`config.mk`:
```
export PLATFORM = sky130hd
export DESIGN_NAME = chip_io_top
export DESIGN_NICKNAME = d
export VERILOG_FILES = /design/src/chip_io_pkg.sv /design/src/padring.sv /design/src/padctrl_regs.sv /design/src/jtag_mux.sv /design/src/chip_io_top.sv
export SDC_FILE = /design/constraint.sdc
export NUM_CORES = 1
export LEC_CHECK = 0
export BUFFER_PORTS_ARGS = -buffer_cell sky130_fd_sc_hd__buf_2
export CAP_MARGIN = 20
export CORE_UTILIZATION = 38
export CTS_CLUSTER_DIAMETER = 120
export DETAILED_ROUTE_END_ITERATION = 6
export PLACE_DENSITY = 0.74
export SYNTH_ARGS = -nofsm -noshare
export SYNTH_HDL_FRONTEND = slang
export SYNTH_SLANG_ARGS = --single-unit
```
`constraint.sdc`:
```
create_clock -name clk_i -period 1.1 [get_ports clk_i]
set_input_delay 0.11 -clock clk_i [delete_from_list [all_inputs] [get_ports clk_i]]
set_output_delay 0.11 -clock clk_i [all_outputs]
set_load 0.05 [all_outputs]
```
`src/chip_io_pkg.sv`:
```
// Shared types for the chip I/O slice
// Pad variants, pad drive and attribute structs, default pad counts

package chip_io_pkg;

  //////////////////////////////
  // Pad counts and indexing
  //////////////////////////////

  localparam int PadIdxW     = 5;  // Up to 32 pads in joint index
  localparam int NMioPadsDef = 8;  // Muxed IOs, index 0 upward
  localparam int NDioPadsDef = 4;  // Dedicated IOs follow the MIOs

  //////////////////////////////
  // Pad types
  //////////////////////////////

  // Encoding follows the full padring, value 2 was the USB variant
  typedef enum logic [1:0] {
    PadBidir     = 2'd0,  // Plain bidirectional
    PadInOnly    = 2'd1,  // Receiver only
    PadOpenDrain = 2'd3   // Pull-down only
  } pad_variant_e;

  typedef struct packed {
    logic invert;  // Flip out and in
    logic od_en;   // Virtual open drain on bidir pads
  } pad_attr_t;

  typedef struct packed {
    logic out;  // Output level
    logic oe;   // Output enable
  } pad_sig_t;

  // One attribute write from the core
  typedef struct packed {
    logic               we;    // One-cycle strobe
    logic [PadIdxW-1:0] addr;  // Joint pad index
    pad_attr_t          attr;  // New attribute value
  } attr_wr_t;

endpackage : chip_io_pkg

```
`src/padring.sv`:
```
// Pad ring model with fixed variant per pad
// Applies invert and open-drain attributes on both directions

module padring #(
  parameter int NMioPads = chip_io_pkg::NMioPadsDef,
  parameter int NDioPads = chip_io_pkg::NDioPadsDef,
  parameter chip_io_pkg::pad_variant_e [NMioPads-1:0] MioVariant =
    '{default: chip_io_pkg::PadBidir},
  parameter chip_io_pkg::pad_variant_e [NDioPads-1:0] DioVariant =
    '{default: chip_io_pkg::PadBidir}
) (
  // Attributes from register bank
  input  chip_io_pkg::pad_attr_t [NMioPads+NDioPads-1:0] attr_i,
  // Mux side
  input  chip_io_pkg::pad_sig_t  [NMioPads+NDioPads-1:0] mux_o_i,
  output logic                   [NMioPads+NDioPads-1:0] mux_in_o,
  // Pad side
  input  logic                   [NMioPads+NDioPads-1:0] pad_in_i,
  output chip_io_pkg::pad_sig_t  [NMioPads+NDioPads-1:0] pad_o
);

  localparam int NumIOs = NMioPads + NDioPads;  // Joint MIO + DIO count

  //////////////////////////////
  // Output drive rules
  //////////////////////////////

  // Resolve one pad's drive from its variant and attributes
  function automatic chip_io_pkg::pad_sig_t drive_pad(
    input chip_io_pkg::pad_variant_e variant,
    input chip_io_pkg::pad_attr_t    attr,
    input chip_io_pkg::pad_sig_t     sig
  );
    chip_io_pkg::pad_sig_t drv;
    logic                  out_eff;
    out_eff = sig.out ^ attr.invert;  // Inversion applied first
    drv     = '0;                     // Default is released
    case (variant)
      chip_io_pkg::PadBidir: begin
        if (attr.od_en) begin
          drv.oe = sig.oe & ~out_eff;  // Only pull low
        end else begin
          drv.out = out_eff;
          drv.oe  = sig.oe;
        end
      end
      chip_io_pkg::PadOpenDrain: begin
        drv.oe = sig.oe & ~out_eff;  // Drive 0 when out is low
      end
      default: begin
        drv = '0;  // Input only never drives
      end
    endcase
    return drv;
  endfunction

  //////////////////////////////
  // Per-pad instances
  //////////////////////////////

  for (genvar i = 0; i < NumIOs; i++) begin : gen_pad
    chip_io_pkg::pad_variant_e variant;  // Fixed per pad

    if (i < NMioPads) begin : gen_mio
      assign variant = MioVariant[i];
    end else begin : gen_dio
      assign variant = DioVariant[i - NMioPads];
    end

    assign pad_o[i]    = drive_pad(variant, attr_i[i], mux_o_i[i]);
    assign mux_in_o[i] = pad_in_i[i] ^ attr_i[i].invert;  // Input side inversion
  end

endmodule : padring

```
`src/padctrl_regs.sv`:
```
// Pad attribute register bank
// One register per pad, written by a single-cycle strobe

module padctrl_regs #(
  parameter int NumPads = chip_io_pkg::NMioPadsDef + chip_io_pkg::NDioPadsDef
) (
  input  logic                                 clk_i,
  input  logic                                 rst_n_i,
  // Write port from the core
  input  chip_io_pkg::attr_wr_t                attr_wr_i,
  // Current attributes, one per pad
  output chip_io_pkg::pad_attr_t [NumPads-1:0] attr_o
);

  //////////////////////////////
  // Address decode
  //////////////////////////////

  logic [NumPads-1:0] wr_hit;  // One-hot write select

  // Out of range addresses match no pad and are dropped
  always_comb begin
    wr_hit = '0;
    for (int i = 0; i < NumPads; i++) begin
      if (attr_wr_i.we && (attr_wr_i.addr == chip_io_pkg::PadIdxW'(i))) begin
        wr_hit[i] = 1'b1;
      end
    end
  end

  //////////////////////////////
  // Attribute registers
  //////////////////////////////

  chip_io_pkg::pad_attr_t [NumPads-1:0] attr_q;  // Cleared to no invert, no OD

  always_ff @(posedge clk_i or negedge rst_n_i) begin
    if (!rst_n_i) begin
      attr_q <= '0;
    end else begin
      for (int i = 0; i < NumPads; i++) begin
        if (wr_hit[i]) begin
          attr_q[i] <= attr_wr_i.attr;  // Visible right after the strobe edge
        end
      end
    end
  end

  assign attr_o = attr_q;  // Feeds padring combinationally

endmodule : padctrl_regs

```
`src/jtag_mux.sv`:
```
// JTAG overlay mux between core and padring
// Synchronizes the enable pad, then takes over the JTAG pads

module jtag_mux #(
  parameter int                NumIOs         = 12,
  parameter logic [NumIOs-1:0] TieOffValues   = '0,
  parameter int                JtagEnIdx      = 7,
  parameter logic              JtagEnPolarity = 1'b1,
  parameter int                TckIdx         = 11,
  parameter int                TmsIdx         = 10,
  parameter int                TdiIdx         = 9,
  parameter int                TdoIdx         = 8,
  parameter int                TrstIdx        = 6
) (
  input  logic                                clk_i,
  input  logic                                rst_n_i,
  // Core side
  input  chip_io_pkg::pad_sig_t [NumIOs-1:0] core_o_i,
  output logic                  [NumIOs-1:0] core_in_o,
  // Padring side
  output chip_io_pkg::pad_sig_t [NumIOs-1:0] mux_o,
  input  logic                  [NumIOs-1:0] mux_in_i,
  // JTAG TAP in the core
  input  logic                                jtag_tdo_i,
  output logic                                jtag_tck_o,
  output logic                                jtag_tms_o,
  output logic                                jtag_tdi_o,
  output logic                                jtag_trst_n_o,
  output logic                                jtag_active_o
);

  //////////////////////////////
  // Overlay masks
  //////////////////////////////

  // Pads whose core input is tied off while JTAG owns them
  localparam logic [NumIOs-1:0] InMask = (NumIOs'(1) << TckIdx)  |
                                         (NumIOs'(1) << TmsIdx)  |
                                         (NumIOs'(1) << TdiIdx)  |
                                         (NumIOs'(1) << TdoIdx)  |
                                         (NumIOs'(1) << TrstIdx);

  // JTAG input pads, released while active
  localparam logic [NumIOs-1:0] HizMask = (NumIOs'(1) << TckIdx)  |
                                          (NumIOs'(1) << TmsIdx)  |
                                          (NumIOs'(1) << TdiIdx)  |
                                          (NumIOs'(1) << TrstIdx);

  //////////////////////////////
  // Enable synchronizer
  //////////////////////////////

  logic       jtag_en_req;  // Enable pad at its active level
  logic [1:0] jtag_en_q;    // Two-flop sync chain

  assign jtag_en_req = (mux_in_i[JtagEnIdx] == JtagEnPolarity);

  always_ff @(posedge clk_i or negedge rst_n_i) begin
    if (!rst_n_i) begin
      jtag_en_q <= 2'b00;
    end else begin
      jtag_en_q <= {jtag_en_q[0], jtag_en_req};  // Shift toward bit 1
    end
  end

  assign jtag_active_o = jtag_en_q[1];  // Second edge after the pad level

  //////////////////////////////
  // Overlay
  //////////////////////////////

  always_comb begin
    mux_o     = core_o_i;  // Pass through by default
    core_in_o = mux_in_i;
    if (jtag_active_o) begin
      for (int i = 0; i < NumIOs; i++) begin
        if (InMask[i]) begin
          core_in_o[i] = TieOffValues[i];  // Hide JTAG pads from core
        end
        if (HizMask[i]) begin
          mux_o[i].oe = 1'b0;
        end
      end
      mux_o[TdoIdx].out = jtag_tdo_i;  // TAP drives TDO pad
      mux_o[TdoIdx].oe  = 1'b1;
    end
  end

  // TAP inputs held inactive unless overlay is on
  assign jtag_tck_o    = jtag_active_o & mux_in_i[TckIdx];
  assign jtag_tms_o    = jtag_active_o & mux_in_i[TmsIdx];
  assign jtag_tdi_o    = jtag_active_o & mux_in_i[TdiIdx];
  assign jtag_trst_n_o = jtag_active_o & mux_in_i[TrstIdx];  // TAP in reset when off

endmodule : jtag_mux

```
`src/chip_io_top.sv`:
```
// Chip I/O top level with pad map and JTAG overlay settings
// Connects attribute regs, JTAG mux and padring

module chip_io_top #(
  parameter int NMioPads = chip_io_pkg::NMioPadsDef,
  parameter int NDioPads = chip_io_pkg::NDioPadsDef,
  parameter chip_io_pkg::pad_variant_e [NMioPads-1:0] MioVariant = '{
    chip_io_pkg::PadOpenDrain,  // MIO 7, JTAG enable
    chip_io_pkg::PadOpenDrain,  // MIO 6, TRST
    chip_io_pkg::PadBidir, chip_io_pkg::PadBidir, chip_io_pkg::PadBidir,
    chip_io_pkg::PadBidir, chip_io_pkg::PadBidir, chip_io_pkg::PadBidir
  },
  parameter chip_io_pkg::pad_variant_e [NDioPads-1:0] DioVariant = '{
    chip_io_pkg::PadInOnly,  // DIO 3, TCK
    chip_io_pkg::PadInOnly,  // DIO 2, TMS
    chip_io_pkg::PadBidir,   // DIO 1, TDI
    chip_io_pkg::PadBidir    // DIO 0, TDO
  },
  parameter int   JtagEnIdx      = 7,  // MIO 7
  parameter logic JtagEnPolarity = 1'b1,
  parameter int   TckIdx         = NMioPads + 3,
  parameter int   TmsIdx         = NMioPads + 2,
  parameter int   TdiIdx         = NMioPads + 1,
  parameter int   TdoIdx         = NMioPads + 0,
  parameter int   TrstIdx        = 6   // MIO 6
) (
  input  logic                                          clk_i,
  input  logic                                          rst_n_i,
  // Pad side
  input  logic                  [NMioPads+NDioPads-1:0] pad_in_i,
  output chip_io_pkg::pad_sig_t [NMioPads+NDioPads-1:0] pad_o,
  // Core side
  input  chip_io_pkg::pad_sig_t [NMioPads+NDioPads-1:0] core_o_i,
  output logic                  [NMioPads+NDioPads-1:0] core_in_o,
  input  chip_io_pkg::attr_wr_t                         attr_wr_i,
  // JTAG
  input  logic                                          jtag_tdo_i,
  output logic                                          jtag_tck_o,
  output logic                                          jtag_tms_o,
  output logic                                          jtag_tdi_o,
  output logic                                          jtag_trst_n_o,
  output logic                                          jtag_active_o
);

  localparam int NumIOs = NMioPads + NDioPads;
  localparam logic [NumIOs-1:0] TieOffValues = NumIOs'(1) << TmsIdx;  // TMS idles high

  chip_io_pkg::pad_attr_t [NumIOs-1:0] attrs;   // Regs to padring
  chip_io_pkg::pad_sig_t  [NumIOs-1:0] mux_o;   // Mux to padring
  logic                   [NumIOs-1:0] mux_in;  // Padring to mux

  padctrl_regs #(
    .NumPads ( NumIOs )
  ) u_padctrl_regs (
    .clk_i     ( clk_i     ),
    .rst_n_i   ( rst_n_i   ),
    .attr_wr_i ( attr_wr_i ),
    .attr_o    ( attrs     )
  );

  jtag_mux #(
    .NumIOs         ( NumIOs         ),
    .TieOffValues   ( TieOffValues   ),
    .JtagEnIdx      ( JtagEnIdx      ),
    .JtagEnPolarity ( JtagEnPolarity ),
    .TckIdx         ( TckIdx         ),
    .TmsIdx         ( TmsIdx         ),
    .TdiIdx         ( TdiIdx         ),
    .TdoIdx         ( TdoIdx         ),
    .TrstIdx        ( TrstIdx        )
  ) u_jtag_mux (
    .clk_i         ( clk_i         ),
    .rst_n_i       ( rst_n_i       ),
    .core_o_i      ( core_o_i      ),
    .core_in_o     ( core_in_o     ),
    .mux_o         ( mux_o         ),
    .mux_in_i      ( mux_in        ),
    .jtag_tdo_i    ( jtag_tdo_i    ),
    .jtag_tck_o    ( jtag_tck_o    ),
    .jtag_tms_o    ( jtag_tms_o    ),
    .jtag_tdi_o    ( jtag_tdi_o    ),
    .jtag_trst_n_o ( jtag_trst_n_o ),
    .jtag_active_o ( jtag_active_o )
  );

  padring #(
    .NMioPads   ( NMioPads   ),
    .NDioPads   ( NDioPads   ),
    .MioVariant ( MioVariant ),
    .DioVariant ( DioVariant )
  ) u_padring (
    .attr_i   ( attrs    ),
    .mux_o_i  ( mux_o    ),
    .mux_in_o ( mux_in   ),
    .pad_in_i ( pad_in_i ),
    .pad_o    ( pad_o    )
  );

endmodule : chip_io_top

```
# Word-level counts from Yosys, hierarchy flattened
# Index checks and enable logic that the tools add are counted.
# classes
mux,32
bitwise_logic,46
eq_ne,11
reduce_logical,13
# ops
op,n
$mux W1,30
$xor A1 B1 Y1,22
$eq A5 B3 Y1 const B,4
$eq A5 B4 Y1 const B,4
$and A1 B1 Y1,14
$logic_and A1 B1 Y1,12
$eq A5 B2 Y1 const B,2
$not A1 Y1,10
$eq A5 B1 Y1 const B,1
$logic_not A5 Y1,1
$mux W4,1
$mux W3,1
# word_totals
register_bits,22

# Longest topological paths before layout
# logic_depth
ltp_word,5
ltp_mapped,3
depth_no_buf,3

# Cells and area by module
# From an unflattened synthesis, not the netlist that was laid out.
# unflattened
cells_unflattened,167
area_unflattened_um2,1737.9
# modules_own_cells
mod,cells_per_inst,area_each_um2,seq_area_each_um2,instances
padctrl_regs,69,1011.0,600.6,1
padring,55,374.1,0.0,1
jtag_mux,43,352.8,50.0,1

# Worst setup path after synthesis
# No wires, ideal clock.
# synth_timing
kind,flip-flop to output port
startpoint,register u_jtag_mux.jtag_en_q[1]
endpoint,output port pad_o[12] (netlist name)
stages_incl_launch_ff,3
arrival_time_ns,2.021
path_buffers,1
setup_slack_ns,-1.031
path_cell_list,dfrtp_1 -> clkbuf_1 -> nor3b_1
# synth_rtl
element,line_no,source
"start, declared",jtag_mux.sv:54,logic [1:0] jtag_en_q;
"start signal, assigned",jtag_mux.sv:62,"jtag_en_q <= {jtag_en_q[0], jtag_en_req};"
"end, declared",chip_io_top.sv:31,"output chip_io_pkg::pad_sig_t [NMioPads+NDioPads-1:0] pad_o,"

==> impl_results.md <==
- Finished layout cell area: 2450 µm²
- Post-synth design cell area: 1350 µm²
- Clock latency at the later pin of the worst-skew pair: approximately 300 ps
- Startpoint types: flip-flop
- Total power divided by cell area: 1880 nW/µm²
- Die Y: approximately 62 µm
- Placed Instances: 260
- Summed negative setup slack over all endpoints: -8880 ps
- Synthesized flop and latch total: 22
- Initial Utilization: 40.2%
- Final worst clock skew: 0.155 ps
- Remaining global-route overflow: 0
- Die ar.: between 3000 and 4000 µm²
- Number of antenna violations at the first check in global routing: 0
- Hold WC Path Type: input pin to flip-flop
- Total number of placement rows: 21
- Final period util: 143%
- Proportion of layout cells with a drive suffix above 1: 74.8%
- CTS max path bufs: 2
- Pre-CTS worst setup slack: -187 ps
- Cell area reported after detailed placement: ~2000 µm²
- CTS tree: done
- Result of the run: complete, but fails checks
- Min cycle time layout: 1570 ps
- Average wire length per cell after detail routing: 13.1 µm
- Total I/O pin count: 88
- Worst setup path class: flip-flop to primary output
- Most frequent standard cell in the layout excluding fill and tap cells: buf_2
- Psw: 2.14 mW
- HPWL after detailed placement: 2300 µm
- Maximum level of the CTS H-tree: 1
- Switch share: 46.4%
- Failing checks: negative setup slack
- Final cell count without fillers: 268
- Sink count of the clock tree: 22
- Cells after Synth: roughly 130
- Final net count: 270
- Worst Path Required: 990 ps
- Clock buffer count from CTS: 3
- RSZ-0062 raised after global routing: yes
- Total wire length: 3510 µm
- Number of filler instances in the final layout: 252
- Detailed-routing iteration count for the pre-antenna-repair pass: 4
- Critical path arrival: 1460 ps
- Ant diodes: 0
- Count of different cell masters after synthesis: 21
- ANT nets after route: 0
- Sequential share of the synthesized area: 40.7%
- Leakage: 1.18 nW
- Die Span X: 61.6 µm
- Comb pwr share: 65.8%
- Overall track demand over capacity in global routing: 18.8%
- Setup slack after layout: -473 ps
- Largest net degree at the start of global routing: 23
- Vias per Instance: 4.66
- Post-route DRC: 0
- Max-slew violation count: 0
- Final hold violations: 0
- Clock Root Buffer: clkbuf_4
- Internal power of the cells: 2.47 mW
- Capturing element type of the critical path: primary output
- Vias post-DR: 1,249
- Highest-count cells in the layout ignoring fill and taps: buf_2, buf_6, mux2_2, dfrtp_1, buf_4
- Setup violations, final: 35
- Gpl congestion: 0.690
- Utilization after layout: 72.8%
- Vias in the first global route: 1,211
- Drt initial violations: 25
- Area of the placeable core: 3360 µm²
- First-pass GRT wire length: 5200 µm
- Maximum VDD drop: ~1.0 mV
- Port Buffer Count: 77
- Clock-pin slew on the worst setup and hold paths: about 120 ps
- Timing-limited maximum frequency: ~0.64 GHz
- Number of warnings issued by yosys: 0
- Average cell area after synthesis: roughly 11 µm²
- Area Overhead vs Synth: 81.3%
- Clk network pwr share: a little under a tenth
- Max-Cap Viols: 0
- Largest fanout on the critical path: 2
- Part of the total power dissipated in sequential elements: roughly a quarter
-- stage by stage --
step | hold slack, ps | total power [mW]
global placement | 95.9 | 3.43
CTS | 38.0 | 4.55
global route | 34.5 | 4.82
finish | 47.7 | 4.60
floorplan | -186 | 2.93
detailed placement | 95.8 | 3.46
-- cell families (layout without fill, tap and decap cells) --
group | after synthesis | in the layout | synth area share, %
multiplexers | 21 | 21 | 17.4
AO/OA/AOI/OAI | 7 | 7 | 3.98
other | 1 | 6 | 0.278
flip-flops | 22 | 22 | 40.7
buffers and inverters | 15 | 104 | 5.83
AND/OR/NAND/NOR | 40 | 40 | 17.5
XOR/XNOR | 22 | 22 | 14.3
-- cells in the mapped netlist --
library cell  count  area, µm²
nor2_1           11       41.3
xnor2_1          10       87.6
and2_1            4       25.0
or2_2             1       6.26
conb_1            1       3.75
nand2b_1          1       6.26
buf_4             6       45.0
o21a_1            6       45.0
nand2_1           9       33.8
nor4b_4           1       23.8
xor2_1           12        105
nand4b_1          1       8.76
inv_1             7       26.3
o22a_1            1       8.76
and4bb_2          2       25.0
mux2_2           20        225
mux2i_1           1       10.0
nor3b_1           3       22.5
clkbuf_1          2       7.51
dfrtp_1          22        551
nor2b_1           7       43.8
-- power by group through the flow --
stage / clock (mW) / sequential [mW] / combinational [mW]
after floorplan: 0 / 1.16 / 1.77
after global placement: 0 / 1.12 / 2.31
after detailed placement: 0 / 1.13 / 2.33
after CTS: 0.448 / 1.13 / 2.98
after global routing: 0.479 / 1.16 / 3.18
final: 0.437 / 1.14 / 3.03
-- worst max-delay path, cell delays in order, from the launching register on --
cell     delay (ps)
dfrtp_2         430
mux2i_1         170
xor2_1          230
o22a_2          190
buf_6           150
-- state kept, by name, summed over array words and instances, names as in the netlist --
signal	cells
u_padctrl_regs.attr_o	20
u_jtag_mux.jtag_en_q	2
-- final timing paths --
kind	from	end	slack, ps	depth (start not counted)
worst min-delay path	pad_in_i[7]	u_jtag_mux.jtag_en_q[0]$_DFF_PN0_	50	2
worst max register to register	u_padctrl_regs.attr_o[5]$_DFFE_PN0P_	u_padctrl_regs.attr_o[5]$_DFFE_PN0P_	30	3
min in group asynchronous	rst_n_i	u_padctrl_regs.attr_o[17]$_DFFE_PN0P_	300	2
worst max-delay path	u_jtag_mux.jtag_en_q[1]$_DFF_PN0_	pad_o[16]	-470	4
worst min register to register	u_jtag_mux.jtag_en_q[0]$_DFF_PN0_	u_jtag_mux.jtag_en_q[1]$_DFF_PN0_	370	0
max in group asynchronous	rst_n_i	u_jtag_mux.jtag_en_q[1]$_DFF_PN0_	450	2
-- per-layer routing --
metal  up-vias  global-route usage [%]  wire (µm)
li1        589                       -          -
met1       589                    21.9       1390
met2        63                    33.6       1810
met3         8                    3.99        256
met4         0                    6.98         56
met5         -                       0          0
-- layout make-up --
cell class	instances	area, µm²	share of cell area (%)
flip-flops and latches	22	554	22.6
well taps	46	57.6	2.35
multi-input cells	96	997	40.7
repair buffers	93	778	31.8
inverters	7	26.3	1.07
clock buffers	4	36.3	1.48
-- what timing repair did --
| action | CTS | global route |
|---|---|---|
| pin swaps | 15 | 4 |
| gates resized for setup | 96 | 6 |
| setup buffers | 3 | 1 |
| hold endpoints to repair | 22 | 0 |
| endpoints found under the setup margin | 35 | 35 |
| hold buffers | 1 | 0 |
Power figures use the tool's default switching activity.
